**src/verilog/coreDefs.sv**
```systemverilog
// Core definitions shared by the single-cycle RV32I datapath and its control
package coreDefs;

    localparam int xlen        = 32;
    localparam int regAdrWidth = 5;
    localparam int byteLanes   = 4;

    localparam logic [xlen-1:0] resetVector = '0;

    // Major opcodes that the core executes
    typedef enum logic [6:0] {
        opImm    = 7'b0010011,
        opReg    = 7'b0110011,
        opLui    = 7'b0110111,
        opAuipc  = 7'b0010111,
        opJal    = 7'b1101111,
        opJalr   = 7'b1100111,
        opBranch = 7'b1100011,
        opLoad   = 7'b0000011,
        opStore  = 7'b0100011
    } opcodeT;

    typedef enum logic [3:0] {
        aluAdd, aluSub, aluAnd, aluOr, aluXor,
        aluSll, aluSrl, aluSra, aluSlt, aluSltu
    } aluOpT;

    typedef enum logic [2:0] {immI, immS, immB, immU, immJ} immSrcT;

    typedef enum logic [2:0] {
        brNone, brEq, brNe, brLt, brGe, brLtu, brGeu
    } branchCondT;

    typedef enum logic [1:0] {pcPlus4Src, pcBranch, pcJal, pcJalr} pcSrcT;

    typedef enum logic [0:0] {computeAlu, computePassthrough} computeSrcT;

    typedef enum logic [1:0] {passPcPlus4, passPcPlusImm, passImm} passthroughSrcT;

    typedef enum logic [1:0] {sizeByte, sizeHalf, sizeWord} accessSizeT;

    // Instruction formats, all sharing the one 32-bit word
    typedef union packed {
        struct packed {
            logic [6:0] funct7;
            logic [4:0] rs2;
            logic [4:0] rs1;
            logic [2:0] funct3;
            logic [4:0] rd;
            opcodeT     opcode;
        } rType;
        struct packed {
            logic [11:0] imm;
            logic [4:0]  rs1;
            logic [2:0]  funct3;
            logic [4:0]  rd;
            opcodeT      opcode;
        } iType;
        struct packed {
            logic [6:0] immHi;
            logic [4:0] rs2;
            logic [4:0] rs1;
            logic [2:0] funct3;
            logic [4:0] immLo;
            opcodeT     opcode;
        } sType;
        struct packed {
            logic       imm12;
            logic [5:0] imm10to5;
            logic [4:0] rs2;
            logic [4:0] rs1;
            logic [2:0] funct3;
            logic [3:0] imm4to1;
            logic       imm11;
            opcodeT     opcode;
        } bType;
        struct packed {
            logic [19:0] imm;
            logic [4:0]  rd;
            opcodeT      opcode;
        } uType;
        struct packed {
            logic       imm20;
            logic [9:0] imm10to1;
            logic       imm11;
            logic [7:0] imm19to12;
            logic [4:0] rd;
            opcodeT     opcode;
        } jType;
    } instrWordT;

    typedef struct packed {
        logic           regWrite;
        immSrcT         immSrc;
        logic           aluSrcImm;
        aluOpT          aluOp;
        branchCondT     branchCond;
        logic           jump;
        logic           jumpReg;
        computeSrcT     computeSrc;
        passthroughSrcT passthroughSrc;
        logic           memEn;
        logic           memWriteEn;
        accessSizeT     memSize;
        logic           loadUnsigned;
        logic           resultFromMem;
    } controlT;

    typedef struct packed {
        logic                 en;
        logic                 writeEn;
        logic [byteLanes-1:0] byteEn;
        logic [xlen-1:0]      adr;
        logic [xlen-1:0]      writeData;
    } memRequestT;

endpackage

```
**src/verilog/fetchUnit.sv**
```systemverilog
// Program counter with next-PC selection for branches, jal and jalr
`timescale 1ns/1ps

module fetchUnit (
    input  logic                      clk,
    input  logic                      reset,
    input  coreDefs::controlT         control,
    input  logic                      branchTaken,
    input  logic [coreDefs::xlen-1:0] imm,
    input  logic [coreDefs::xlen-1:0] aluResult,
    output logic [coreDefs::xlen-1:0] pc,
    output logic [coreDefs::xlen-1:0] pcPlus4
);

    coreDefs::pcSrcT           pcSrc;
    logic [coreDefs::xlen-1:0] pcNext, pcPlusImm;

    assign pcPlus4   = pc + 32'd4;
    assign pcPlusImm = pc + imm;

    always_comb begin
        if (control.jumpReg)      pcSrc = coreDefs::pcJalr;
        else if (control.jump)    pcSrc = coreDefs::pcJal;
        else if (branchTaken)     pcSrc = coreDefs::pcBranch;
        else                      pcSrc = coreDefs::pcPlus4Src;
    end

    always_comb begin
        case (pcSrc)
            // jalr target has its low bit cleared
            coreDefs::pcJalr:   pcNext = {aluResult[coreDefs::xlen-1:1], 1'b0};
            coreDefs::pcJal,
            coreDefs::pcBranch: pcNext = pcPlusImm;
            default:            pcNext = pcPlus4;
        endcase
    end

    always_ff @(posedge clk) begin
        if (reset) pc <= coreDefs::resetVector;
        else       pc <= pcNext;
    end

endmodule

```
**src/verilog/controlDecoder.sv**
```systemverilog
// Instruction decoder producing the control word from opcode and function fields
`timescale 1ns/1ps

module controlDecoder (
    input  coreDefs::instrWordT instr,
    output coreDefs::controlT   control
);

    logic [2:0]      funct3;
    logic            funct7Alt;
    coreDefs::aluOpT arithOp;

    assign funct3    = instr.rType.funct3;
    assign funct7Alt = instr.rType.funct7[5];

    // Arithmetic op shared by register and immediate forms
    always_comb begin
        case (funct3)
            3'b000:  arithOp = (funct7Alt && instr.rType.opcode == coreDefs::opReg)
                               ? coreDefs::aluSub : coreDefs::aluAdd;
            3'b001:  arithOp = coreDefs::aluSll;
            3'b010:  arithOp = coreDefs::aluSlt;
            3'b011:  arithOp = coreDefs::aluSltu;
            3'b100:  arithOp = coreDefs::aluXor;
            3'b101:  arithOp = funct7Alt ? coreDefs::aluSra : coreDefs::aluSrl;
            3'b110:  arithOp = coreDefs::aluOr;
            default: arithOp = coreDefs::aluAnd;
        endcase
    end

    always_comb begin
        // Unknown opcodes fall through as a no-op
        control = '0;
        case (instr.rType.opcode)
            coreDefs::opImm: begin
                control.regWrite  = 1'b1;
                control.aluSrcImm = 1'b1;
                control.aluOp     = arithOp;
            end
            coreDefs::opReg: begin
                control.regWrite = 1'b1;
                control.aluOp    = arithOp;
            end
            coreDefs::opLui, coreDefs::opAuipc: begin
                control.regWrite       = 1'b1;
                control.immSrc         = coreDefs::immU;
                control.computeSrc     = coreDefs::computePassthrough;
                control.passthroughSrc = (instr.rType.opcode == coreDefs::opLui)
                                         ? coreDefs::passImm : coreDefs::passPcPlusImm;
            end
            coreDefs::opJal, coreDefs::opJalr: begin
                control.regWrite       = 1'b1;
                control.jump           = 1'b1;
                control.jumpReg        = instr.rType.opcode == coreDefs::opJalr;
                control.aluSrcImm      = 1'b1;
                control.immSrc         = control.jumpReg ? coreDefs::immI : coreDefs::immJ;
                control.computeSrc     = coreDefs::computePassthrough;
                control.passthroughSrc = coreDefs::passPcPlus4;
            end
            coreDefs::opBranch: begin
                control.immSrc = coreDefs::immB;
                control.aluOp  = coreDefs::aluSub;
                case (funct3)
                    3'b000:  control.branchCond = coreDefs::brEq;
                    3'b001:  control.branchCond = coreDefs::brNe;
                    3'b100:  control.branchCond = coreDefs::brLt;
                    3'b101:  control.branchCond = coreDefs::brGe;
                    3'b110:  control.branchCond = coreDefs::brLtu;
                    3'b111:  control.branchCond = coreDefs::brGeu;
                    default: control.branchCond = coreDefs::brNone;
                endcase
            end
            coreDefs::opLoad, coreDefs::opStore: begin
                control.aluSrcImm  = 1'b1;
                control.memEn      = 1'b1;
                control.memSize    = coreDefs::accessSizeT'(funct3[1:0]);
                control.memWriteEn = instr.rType.opcode == coreDefs::opStore;
                control.immSrc     = control.memWriteEn ? coreDefs::immS : coreDefs::immI;
                // Loads write back, stores do not
                control.regWrite      = ~control.memWriteEn;
                control.resultFromMem = ~control.memWriteEn;
                control.loadUnsigned  = funct3[2];
            end
            default: ;
        endcase
    end

endmodule

```
**src/verilog/registerFile.sv**
```systemverilog
// Integer register file, two combinational reads and one write, x0 held at zero
`timescale 1ns/1ps

module registerFile (
    input  logic                             clk,
    input  logic                             reset,
    input  logic                             writeEn,
    input  logic [coreDefs::regAdrWidth-1:0] rs1Adr,
    input  logic [coreDefs::regAdrWidth-1:0] rs2Adr,
    input  logic [coreDefs::regAdrWidth-1:0] rdAdr,
    input  logic [coreDefs::xlen-1:0]        rdData,
    output logic [coreDefs::xlen-1:0]        rs1,
    output logic [coreDefs::xlen-1:0]        rs2
);

    logic [coreDefs::xlen-1:0] regs [2**coreDefs::regAdrWidth];

    always_ff @(posedge clk) begin
        if (reset) begin
            for (int i = 0; i < 2**coreDefs::regAdrWidth; i++) begin
                regs[i] <= '0;
            end
        end else if (writeEn && rdAdr != '0) begin
            // x0 is never written
            regs[rdAdr] <= rdData;
        end
    end

    assign rs1 = regs[rs1Adr];
    assign rs2 = regs[rs2Adr];

endmodule

```
**src/verilog/immediateExtender.sv**
```systemverilog
// Immediate builder, sign-extends the I, S, B, U or J field of the instruction
`timescale 1ns/1ps

module immediateExtender (
    input  coreDefs::instrWordT       instr,
    input  coreDefs::immSrcT          immSrc,
    output logic [coreDefs::xlen-1:0] imm
);

    always_comb begin
        case (immSrc)
            coreDefs::immI: imm = {{20{instr.iType.imm[11]}}, instr.iType.imm};
            coreDefs::immS: imm = {{20{instr.sType.immHi[6]}},
                                   instr.sType.immHi, instr.sType.immLo};
            // Branch and jump offsets are in halfwords
            coreDefs::immB: imm = {{20{instr.bType.imm12}}, instr.bType.imm11,
                                   instr.bType.imm10to5, instr.bType.imm4to1, 1'b0};
            coreDefs::immU: imm = {instr.uType.imm, 12'b0};
            coreDefs::immJ: imm = {{12{instr.jType.imm20}}, instr.jType.imm19to12,
                                   instr.jType.imm11, instr.jType.imm10to1, 1'b0};
            default:        imm = '0;
        endcase
    end

endmodule

```
**src/verilog/executeUnit.sv**
```systemverilog
// Execute stage with ALU, branch condition and compute result select
`timescale 1ns/1ps

module executeUnit (
    input  coreDefs::controlT         control,
    input  logic [coreDefs::xlen-1:0] rs1,
    input  logic [coreDefs::xlen-1:0] rs2,
    input  logic [coreDefs::xlen-1:0] imm,
    input  logic [coreDefs::xlen-1:0] pc,
    input  logic [coreDefs::xlen-1:0] pcPlus4,
    output logic [coreDefs::xlen-1:0] aluResult,
    output logic [coreDefs::xlen-1:0] computeResult,
    output logic                      branchTaken
);

    localparam int msb = coreDefs::xlen - 1;

    logic [coreDefs::xlen-1:0]         operandB, difference, passthrough;
    logic [$clog2(coreDefs::xlen)-1:0] shamt;
    logic                              carry, zero, negative, overflow, lessSigned;

    assign operandB = control.aluSrcImm ? imm : rs2;
    assign shamt    = operandB[$clog2(coreDefs::xlen)-1:0];

    // One subtractor feeds sub, the compares and the branch flags
    assign {carry, difference} = {1'b0, rs1} + {1'b0, ~operandB} + 1'b1;
    assign zero       = difference == '0;
    assign negative   = difference[msb];
    assign overflow   = (rs1[msb] != operandB[msb]) && (difference[msb] != rs1[msb]);
    assign lessSigned = negative ^ overflow;

    always_comb begin
        case (control.aluOp)
            coreDefs::aluSub:  aluResult = difference;
            coreDefs::aluAnd:  aluResult = rs1 & operandB;
            coreDefs::aluOr:   aluResult = rs1 | operandB;
            coreDefs::aluXor:  aluResult = rs1 ^ operandB;
            coreDefs::aluSll:  aluResult = rs1 << shamt;
            coreDefs::aluSrl:  aluResult = rs1 >> shamt;
            coreDefs::aluSra:  aluResult = $signed(rs1) >>> shamt;
            coreDefs::aluSlt:  aluResult = {{msb{1'b0}}, lessSigned};
            // No carry out means rs1 is below operand B
            coreDefs::aluSltu: aluResult = {{msb{1'b0}}, ~carry};
            default:           aluResult = rs1 + operandB;
        endcase
    end

    always_comb begin
        case (control.branchCond)
            coreDefs::brEq:  branchTaken = zero;
            coreDefs::brNe:  branchTaken = ~zero;
            coreDefs::brLt:  branchTaken = lessSigned;
            coreDefs::brGe:  branchTaken = ~lessSigned;
            coreDefs::brLtu: branchTaken = ~carry;
            coreDefs::brGeu: branchTaken = carry;
            default:         branchTaken = 1'b0;
        endcase
    end

    always_comb begin
        case (control.passthroughSrc)
            coreDefs::passPcPlusImm: passthrough = pc + imm;
            coreDefs::passImm:       passthrough = imm;
            default:                 passthrough = pcPlus4;
        endcase
    end

    assign computeResult = (control.computeSrc == coreDefs::computeAlu) ? aluResult : passthrough;

endmodule

```
**src/verilog/loadStoreUnit.sv**
```systemverilog
// Memory request forming and load lane extraction with sign or zero extension
`timescale 1ns/1ps

module loadStoreUnit (
    input  logic                      reset,
    input  coreDefs::controlT         control,
    input  logic [coreDefs::xlen-1:0] computeResult,
    input  logic [coreDefs::xlen-1:0] rs2,
    input  logic [coreDefs::xlen-1:0] memReadData,
    output coreDefs::memRequestT      memRequest,
    output logic [coreDefs::xlen-1:0] rdData
);

    logic [$clog2(coreDefs::byteLanes)-1:0] byteOffset;
    logic [coreDefs::byteLanes-1:0]         byteEn;
    logic [coreDefs::xlen-1:0]              laneData, loadValue;
    logic                                   signBit;

    assign byteOffset = computeResult[$clog2(coreDefs::byteLanes)-1:0];

    always_comb begin
        case (control.memSize)
            coreDefs::sizeByte: byteEn = 4'b0001 << byteOffset;
            coreDefs::sizeHalf: byteEn = 4'b0011 << byteOffset;
            default:            byteEn = 4'b1111;
        endcase
    end

    // Store data moves up into the addressed lane
    assign memRequest = '{
        en:        control.memEn & ~reset,
        writeEn:   control.memWriteEn & ~reset,
        byteEn:    byteEn,
        adr:       computeResult,
        writeData: rs2 << {byteOffset, 3'b000}
    };

    // Loaded lane brought down to bit 0
    assign laneData = memReadData >> {byteOffset, 3'b000};

    always_comb begin
        case (control.memSize)
            coreDefs::sizeByte: begin
                signBit   = laneData[7] & ~control.loadUnsigned;
                loadValue = {{24{signBit}}, laneData[7:0]};
            end
            coreDefs::sizeHalf: begin
                signBit   = laneData[15] & ~control.loadUnsigned;
                loadValue = {{16{signBit}}, laneData[15:0]};
            end
            default: begin
                signBit   = 1'b0;
                loadValue = memReadData;
            end
        endcase
    end

    assign rdData = control.resultFromMem ? loadValue : computeResult;

endmodule

```
**src/verilog/computeCore.sv**
```systemverilog
// Single-cycle RV32I core top level, joining fetch, decode, execute and memory access
`timescale 1ns/1ps

module computeCore (
    input  logic                      clk,
    input  logic                      reset,
    output logic [coreDefs::xlen-1:0] pc,
    input  coreDefs::instrWordT       instr,
    output coreDefs::memRequestT      memRequest,
    input  logic [coreDefs::xlen-1:0] memReadData
);

    coreDefs::controlT         control;
    logic                      branchTaken;
    logic [coreDefs::xlen-1:0] pcPlus4, imm, rs1Value, rs2Value;
    logic [coreDefs::xlen-1:0] aluResult, computeResult, rdData;

    fetchUnit fetch (
        .clk, .reset, .control, .branchTaken, .imm, .aluResult,
        .pc, .pcPlus4
    );

    controlDecoder decoder (.instr, .control);

    // Register addresses sit at the same bits in every format
    registerFile regFile (
        .clk, .reset,
        .writeEn (control.regWrite),
        .rs1Adr  (instr.rType.rs1),
        .rs2Adr  (instr.rType.rs2),
        .rdAdr   (instr.rType.rd),
        .rdData  (rdData),
        .rs1     (rs1Value),
        .rs2     (rs2Value)
    );

    immediateExtender immExt (.instr, .immSrc(control.immSrc), .imm);

    executeUnit execute (
        .control, .rs1(rs1Value), .rs2(rs2Value), .imm, .pc, .pcPlus4,
        .aluResult, .computeResult, .branchTaken
    );

    loadStoreUnit loadStore (
        .reset, .control, .computeResult, .rs2(rs2Value), .memReadData,
        .memRequest, .rdData
    );

endmodule

```
**config.mk**
```make
export PLATFORM = sky130hd
export DESIGN_NAME = computeCore
export DESIGN_NICKNAME = d
export VERILOG_FILES = /design/src/verilog/coreDefs.sv /design/src/verilog/fetchUnit.sv /design/src/verilog/controlDecoder.sv /design/src/verilog/registerFile.sv /design/src/verilog/immediateExtender.sv /design/src/verilog/executeUnit.sv /design/src/verilog/loadStoreUnit.sv /design/src/verilog/computeCore.sv
export SDC_FILE = /design/constraint.sdc
export NUM_CORES = 2
export LEC_CHECK = 0
export ABC_CLOCK_PERIOD_IN_PS = 13300
export BUFFER_PORTS_ARGS = -buffer_cell sky130_fd_sc_hd__buf_2
export CELL_PAD_IN_SITES_DETAIL_PLACEMENT = 0
export CELL_PAD_IN_SITES_GLOBAL_PLACEMENT = 1
export CORE_MARGIN = 5
export CORE_UTILIZATION = 45
export CTS_CLUSTER_SIZE = 40
export DETAILED_ROUTE_END_ITERATION = 7
export PLACE_DENSITY_LB_ADDON = 0.1
export SETUP_SLACK_MARGIN = 0.3
export SYNTH_ARGS = -nofsm -noshare
export SYNTH_HDL_FRONTEND = slang
export SYNTH_SLANG_ARGS = --single-unit
```
**constraint.sdc**
```tcl
create_clock -name clk -period 13.3 [get_ports clk]
set_input_delay 2.66 -clock clk [delete_from_list [all_inputs] [get_ports clk]]
set_output_delay 2.66 -clock clk [all_outputs]
set_load 0.01 [all_outputs]
```
==> impl_metrics.csv <==
group,metric,value,unit
status,outcome,"finished, violations left",
status,failed_checks,"slew limit",
sta,timing.final.hold_violations,0,
synthesis,synthArstFlopShare,0,
sta,final_max_slew_viol_count,3,
floorplanning,overall_die_area,0.162,mm2
synthesis,syn_avg_cell_area,10.9,um2
min_path,worst_hold_startpoint,"fetch.pc[1]",
clocking,clock_latency_on_the_worst_skew_pair,800,ps
final_layout,seqCellArea,0.0314,mm2
sta,share_of_the_clock_period_used_by_the_worst_path,0.963,
placement,dpl_cell_area,0.0736,mm2
global_route,grt_max_degree,69,
min_path,timing.hold.worst_path_depth,2,
worst_setup_path,max_stage_delay,620,ps
floorplanning,placeableCoreArea,0.152,mm2
worst_setup_path,worst_ep_required_time,10640,ps
synthesis,synth_seq_area_share,0.454,
power,ir_worst_vdd,0.143,mV
final_layout,fin_area,0.0773,mm2
worst_setup_path,timing_worst_setup_path_type,"in2out",
final_layout,stdcell_count,8559,
floorplanning,initial_utilization,0.454,
sta,final.setup.tns,0,ps
final_layout,final_cell_mix,"sky130_fd_sc_hd__nor2_1, sky130_fd_sc_hd__edfxtp_1, sky130_fd_sc_hd__mux2i_1",
clocking,cts_buffers,116,
final_layout,filler_cell_count,13800,
routing,avg_vias_per_cell,7.07,
placement,gp_routability_congestion,1.04,
global_route,globalRoute.totalOverflow,0,
global_route,number_of_antenna_violations_at_the_first_check_in_global_routing,11,
synthesis,synth_area,0.0692,mm2
synthesis,yosysUniqueCellTypes,102,
power,switching_power,4.32,mW
worst_setup_path,r2r_slack,3500,ps
min_path,hold_class,"reg2reg",
clocking,clk_path_buf_depth,3,
routing,wirelength,349,mm
worst_setup_path,crit_fanout,51,
routing,route.detailed.drc,0,
final_layout,most_common_cell_after_layout_fill_and_taps_aside,"sky130_fd_sc_hd__nor2_1",
floorplanning,placement_rows,143,
power,leakage,29.2,nW
worst_setup_path,timing.rr.start,"regFile.regs[26][8]",
clocking,clk_root_buffer_cell,"sky130_fd_sc_hd__clkbuf_16",
clocking,clk_pin_slew_worst_paths,70,ps
power,p_sw_frac,0.394,
floorplanning,io_pins,168,
final_layout,share_of_final_layout_standard_cells_stronger_than_drive_strength_1,0.198,
worst_setup_path,critPathMostFrequentCell,"sky130_fd_sc_hd__a21oi_1",
worst_setup_path,cp-start-kind,"primary input",
sta,fmax,0.0780,GHz
synthesis,syn_inst,6333,
sta,timing_worst_slew_pin_value,1690,ps
power,power_density,142,mW/mm2
worst_setup_path,end_kind,"output pin",
run,number_of_max_capacitance_violations_reported,0,
routing,length_of_the_first_detailed_routing_pass_in_iterations,6,
worst_setup_path,timing.critical_path.slowest_stage_cell,"sky130_fd_sc_hd__mux2i_1",
final_layout,net_count_of_the_finished_layout,6635,
synthesis,synth_edf_count,1024,
floorplanning,fp.dieH,402,um
routing,vias,60500,
global_route,vias_in_the_first_global_route,58000,
placement,port-buffer-count,167,
sta,clock-skew-final,112,ps
sta,slew_headroom,-0.125,
synthesis,yosys_register_bits,1056,
final_layout,multi_input_comb_area,0.0352,mm2
synthesis,synth_ff_type,"sky130_fd_sc_hd__edfxtp_1",
final_layout,area_growth,11.7,%
synthesis,yosysTopAreaCellShare,0.445,
min_path,hold-path-endpoint,"fetch.pc[1]",
clocking,cts_sinks,1056,
floorplanning,die_width,402,um
routing,wl_per_cell,40.8,um
power,seqPwrFrac,0.349,
synthesis,synth_top_cell_by_area,"sky130_fd_sc_hd__edfxtp_1",
synthesis,synth_warnings,0,
routing,ant_nets,0,
sta,final-setup-viol-count,0,
worst_setup_path,rr_worst_depth,28,
power,power_report.internal_total,6.65,mW
global_route,globalRouteTotalUtil,0.418,
worst_setup_path,worst_ep_arrival_time,10150,ps
sta,rsz0062_at_grt,"no",
sta,final_period_minus_worst_setup_slack,12810,ps
worst_setup_path,endpoint_of_the_most_critical_register_to_register_path,"fetch.pc[5]",
routing,drt-initial-drc-count,9757,
clocking,cts_tree,"built",
global_route,grt_pass1_wl,476,mm
power,combPwrFrac,0.360,
power,clockPowerShare,0.291,
placement,place_hpwl,234,mm
synthesis,netlist_top_cells_area,"sky130_fd_sc_hd__edfxtp_1, sky130_fd_sc_hd__mux4_2, sky130_fd_sc_hd__mux2i_1, sky130_fd_sc_hd__nor2_1, sky130_fd_sc_hd__ha_1",
clocking,clock_tree.htree_level_count,3,
placement,numPlacedInstances,8346,
## synthesized netlist by cell type, drive strengths merged (11+ instances only)
master / count
a21oi: 297
dfxtp: 32
or2: 12
mux2i: 469
xor2: 25
o211ai: 72
o32a: 11
a211oi: 70
a31oi: 32
ha: 131
clkbuf: 308
nand3: 136
or3: 21
o21a: 23
nor2: 1213
and2: 41
edfxtp: 1024
a22oi: 203
o21bai: 22
nor2b: 29
inv: 142
o221ai: 20
and3: 38
mux2: 37
nand4: 37
a22o: 24
o311ai: 15
a21boi: 20
xnor2: 77
nor4: 23
a2111oi: 14
mux4: 385
a21o: 66
a221o: 17
o2111ai: 12
o22ai: 56
nor3: 109
o31ai: 18
a221oi: 49
nand2: 366
buf: 275
nand2b: 35
o21ai: 179
## flip-flops by register name (all words and copies together), names as in the netlist
register      flops
fetch.pc         32
regFile.regs   1024
## power groups by stage
stage               logic, mW  registers, mW  clock network, mW
global placement         3.80           3.89                  0
finish                   3.94           3.83               3.19
floorplan                2.12           3.87                  0
global route             4.02           3.84               3.34
CTS                      3.80           3.83               3.20
detailed placement       3.78           3.90                  0
## stage by stage
| step | hold WS [ps] | utilization | total power, mW | setup slack, ps |
|---|---|---|---|---|
| floorplan | 611 | - | 5.99 | 448 |
| global placement | 586 | 0.483 | 7.69 | 294 |
| detailed placement | 597 | 0.483 | 7.68 | 192 |
| CTS | 610 | 0.507 | 10.8 | 366 |
| global route | 677 | 0.507 | 11.2 | 349 |
| finish | 615 | 0.507 | 11.0 | 486 |
## critical path, delay by kind of cell
kind | cells | cell delay [ps]
muxes | 4 | 2100
adders and majority gates | 2 | 760
and+or+nand+nor | 5 | 950
AOI/OAI and AO/OA | 11 | 2150
buffers and inverters | 5 | 1330
## how the worst max path moves through the flow
stage,from,to,slack (ps)
after global placement,instr[20],memRequest[3],290
after global routing,instr[20],memRequest[28],350
final,instr[20],memRequest[28],490
after detailed placement,instr[20],memRequest[3],190
after floorplan,instr[20],memRequest[27],450
after CTS,instr[20],memRequest[3],370
## metal layers
layer	part of all wire	up-vias	GRT usage
met3	0.11	1182	0.0927
met2	0.45	4697	0.647
met4	0.089	6	0.293
li1	-	24200	-
met5	0.00010	-	0
met1	0.35	30400	0.523
## final cells by class
class,instances,area share
flip-flops and latches,1056,0.406
multi-input cells,4578,0.455
well taps,2030,0.0329
clock inverters,75,0.00900
inverters,147,0.00717
clock buffers,136,0.0385
diodes,2,0.0000648
repair buffers,535,0.0507
## logic make-up after synthesis
kind of cell / count (synthesis) / synth area share
flip-flops: 1056 / 0.454
AND/OR/NAND/NOR: 2098 / 0.130
adder cells (fa/ha/maj): 135 / 0.0249
AO/OA/AOI/OAI: 1320 / 0.133
buffers and inverters: 730 / 0.0464
other: 1 / 0.0000542
multiplexers: 891 / 0.199
XOR/XNOR: 102 / 0.0129
## timing repair
action,4_1_cts,5_1_grt
resized for setup,3,3
hold buffers,0,0
endpoints found under the hold margin,0,0
endpoints found under the setup margin,5,18
buffers inserted,0,0
Note: power is estimated with default switching activity, not from simulation.
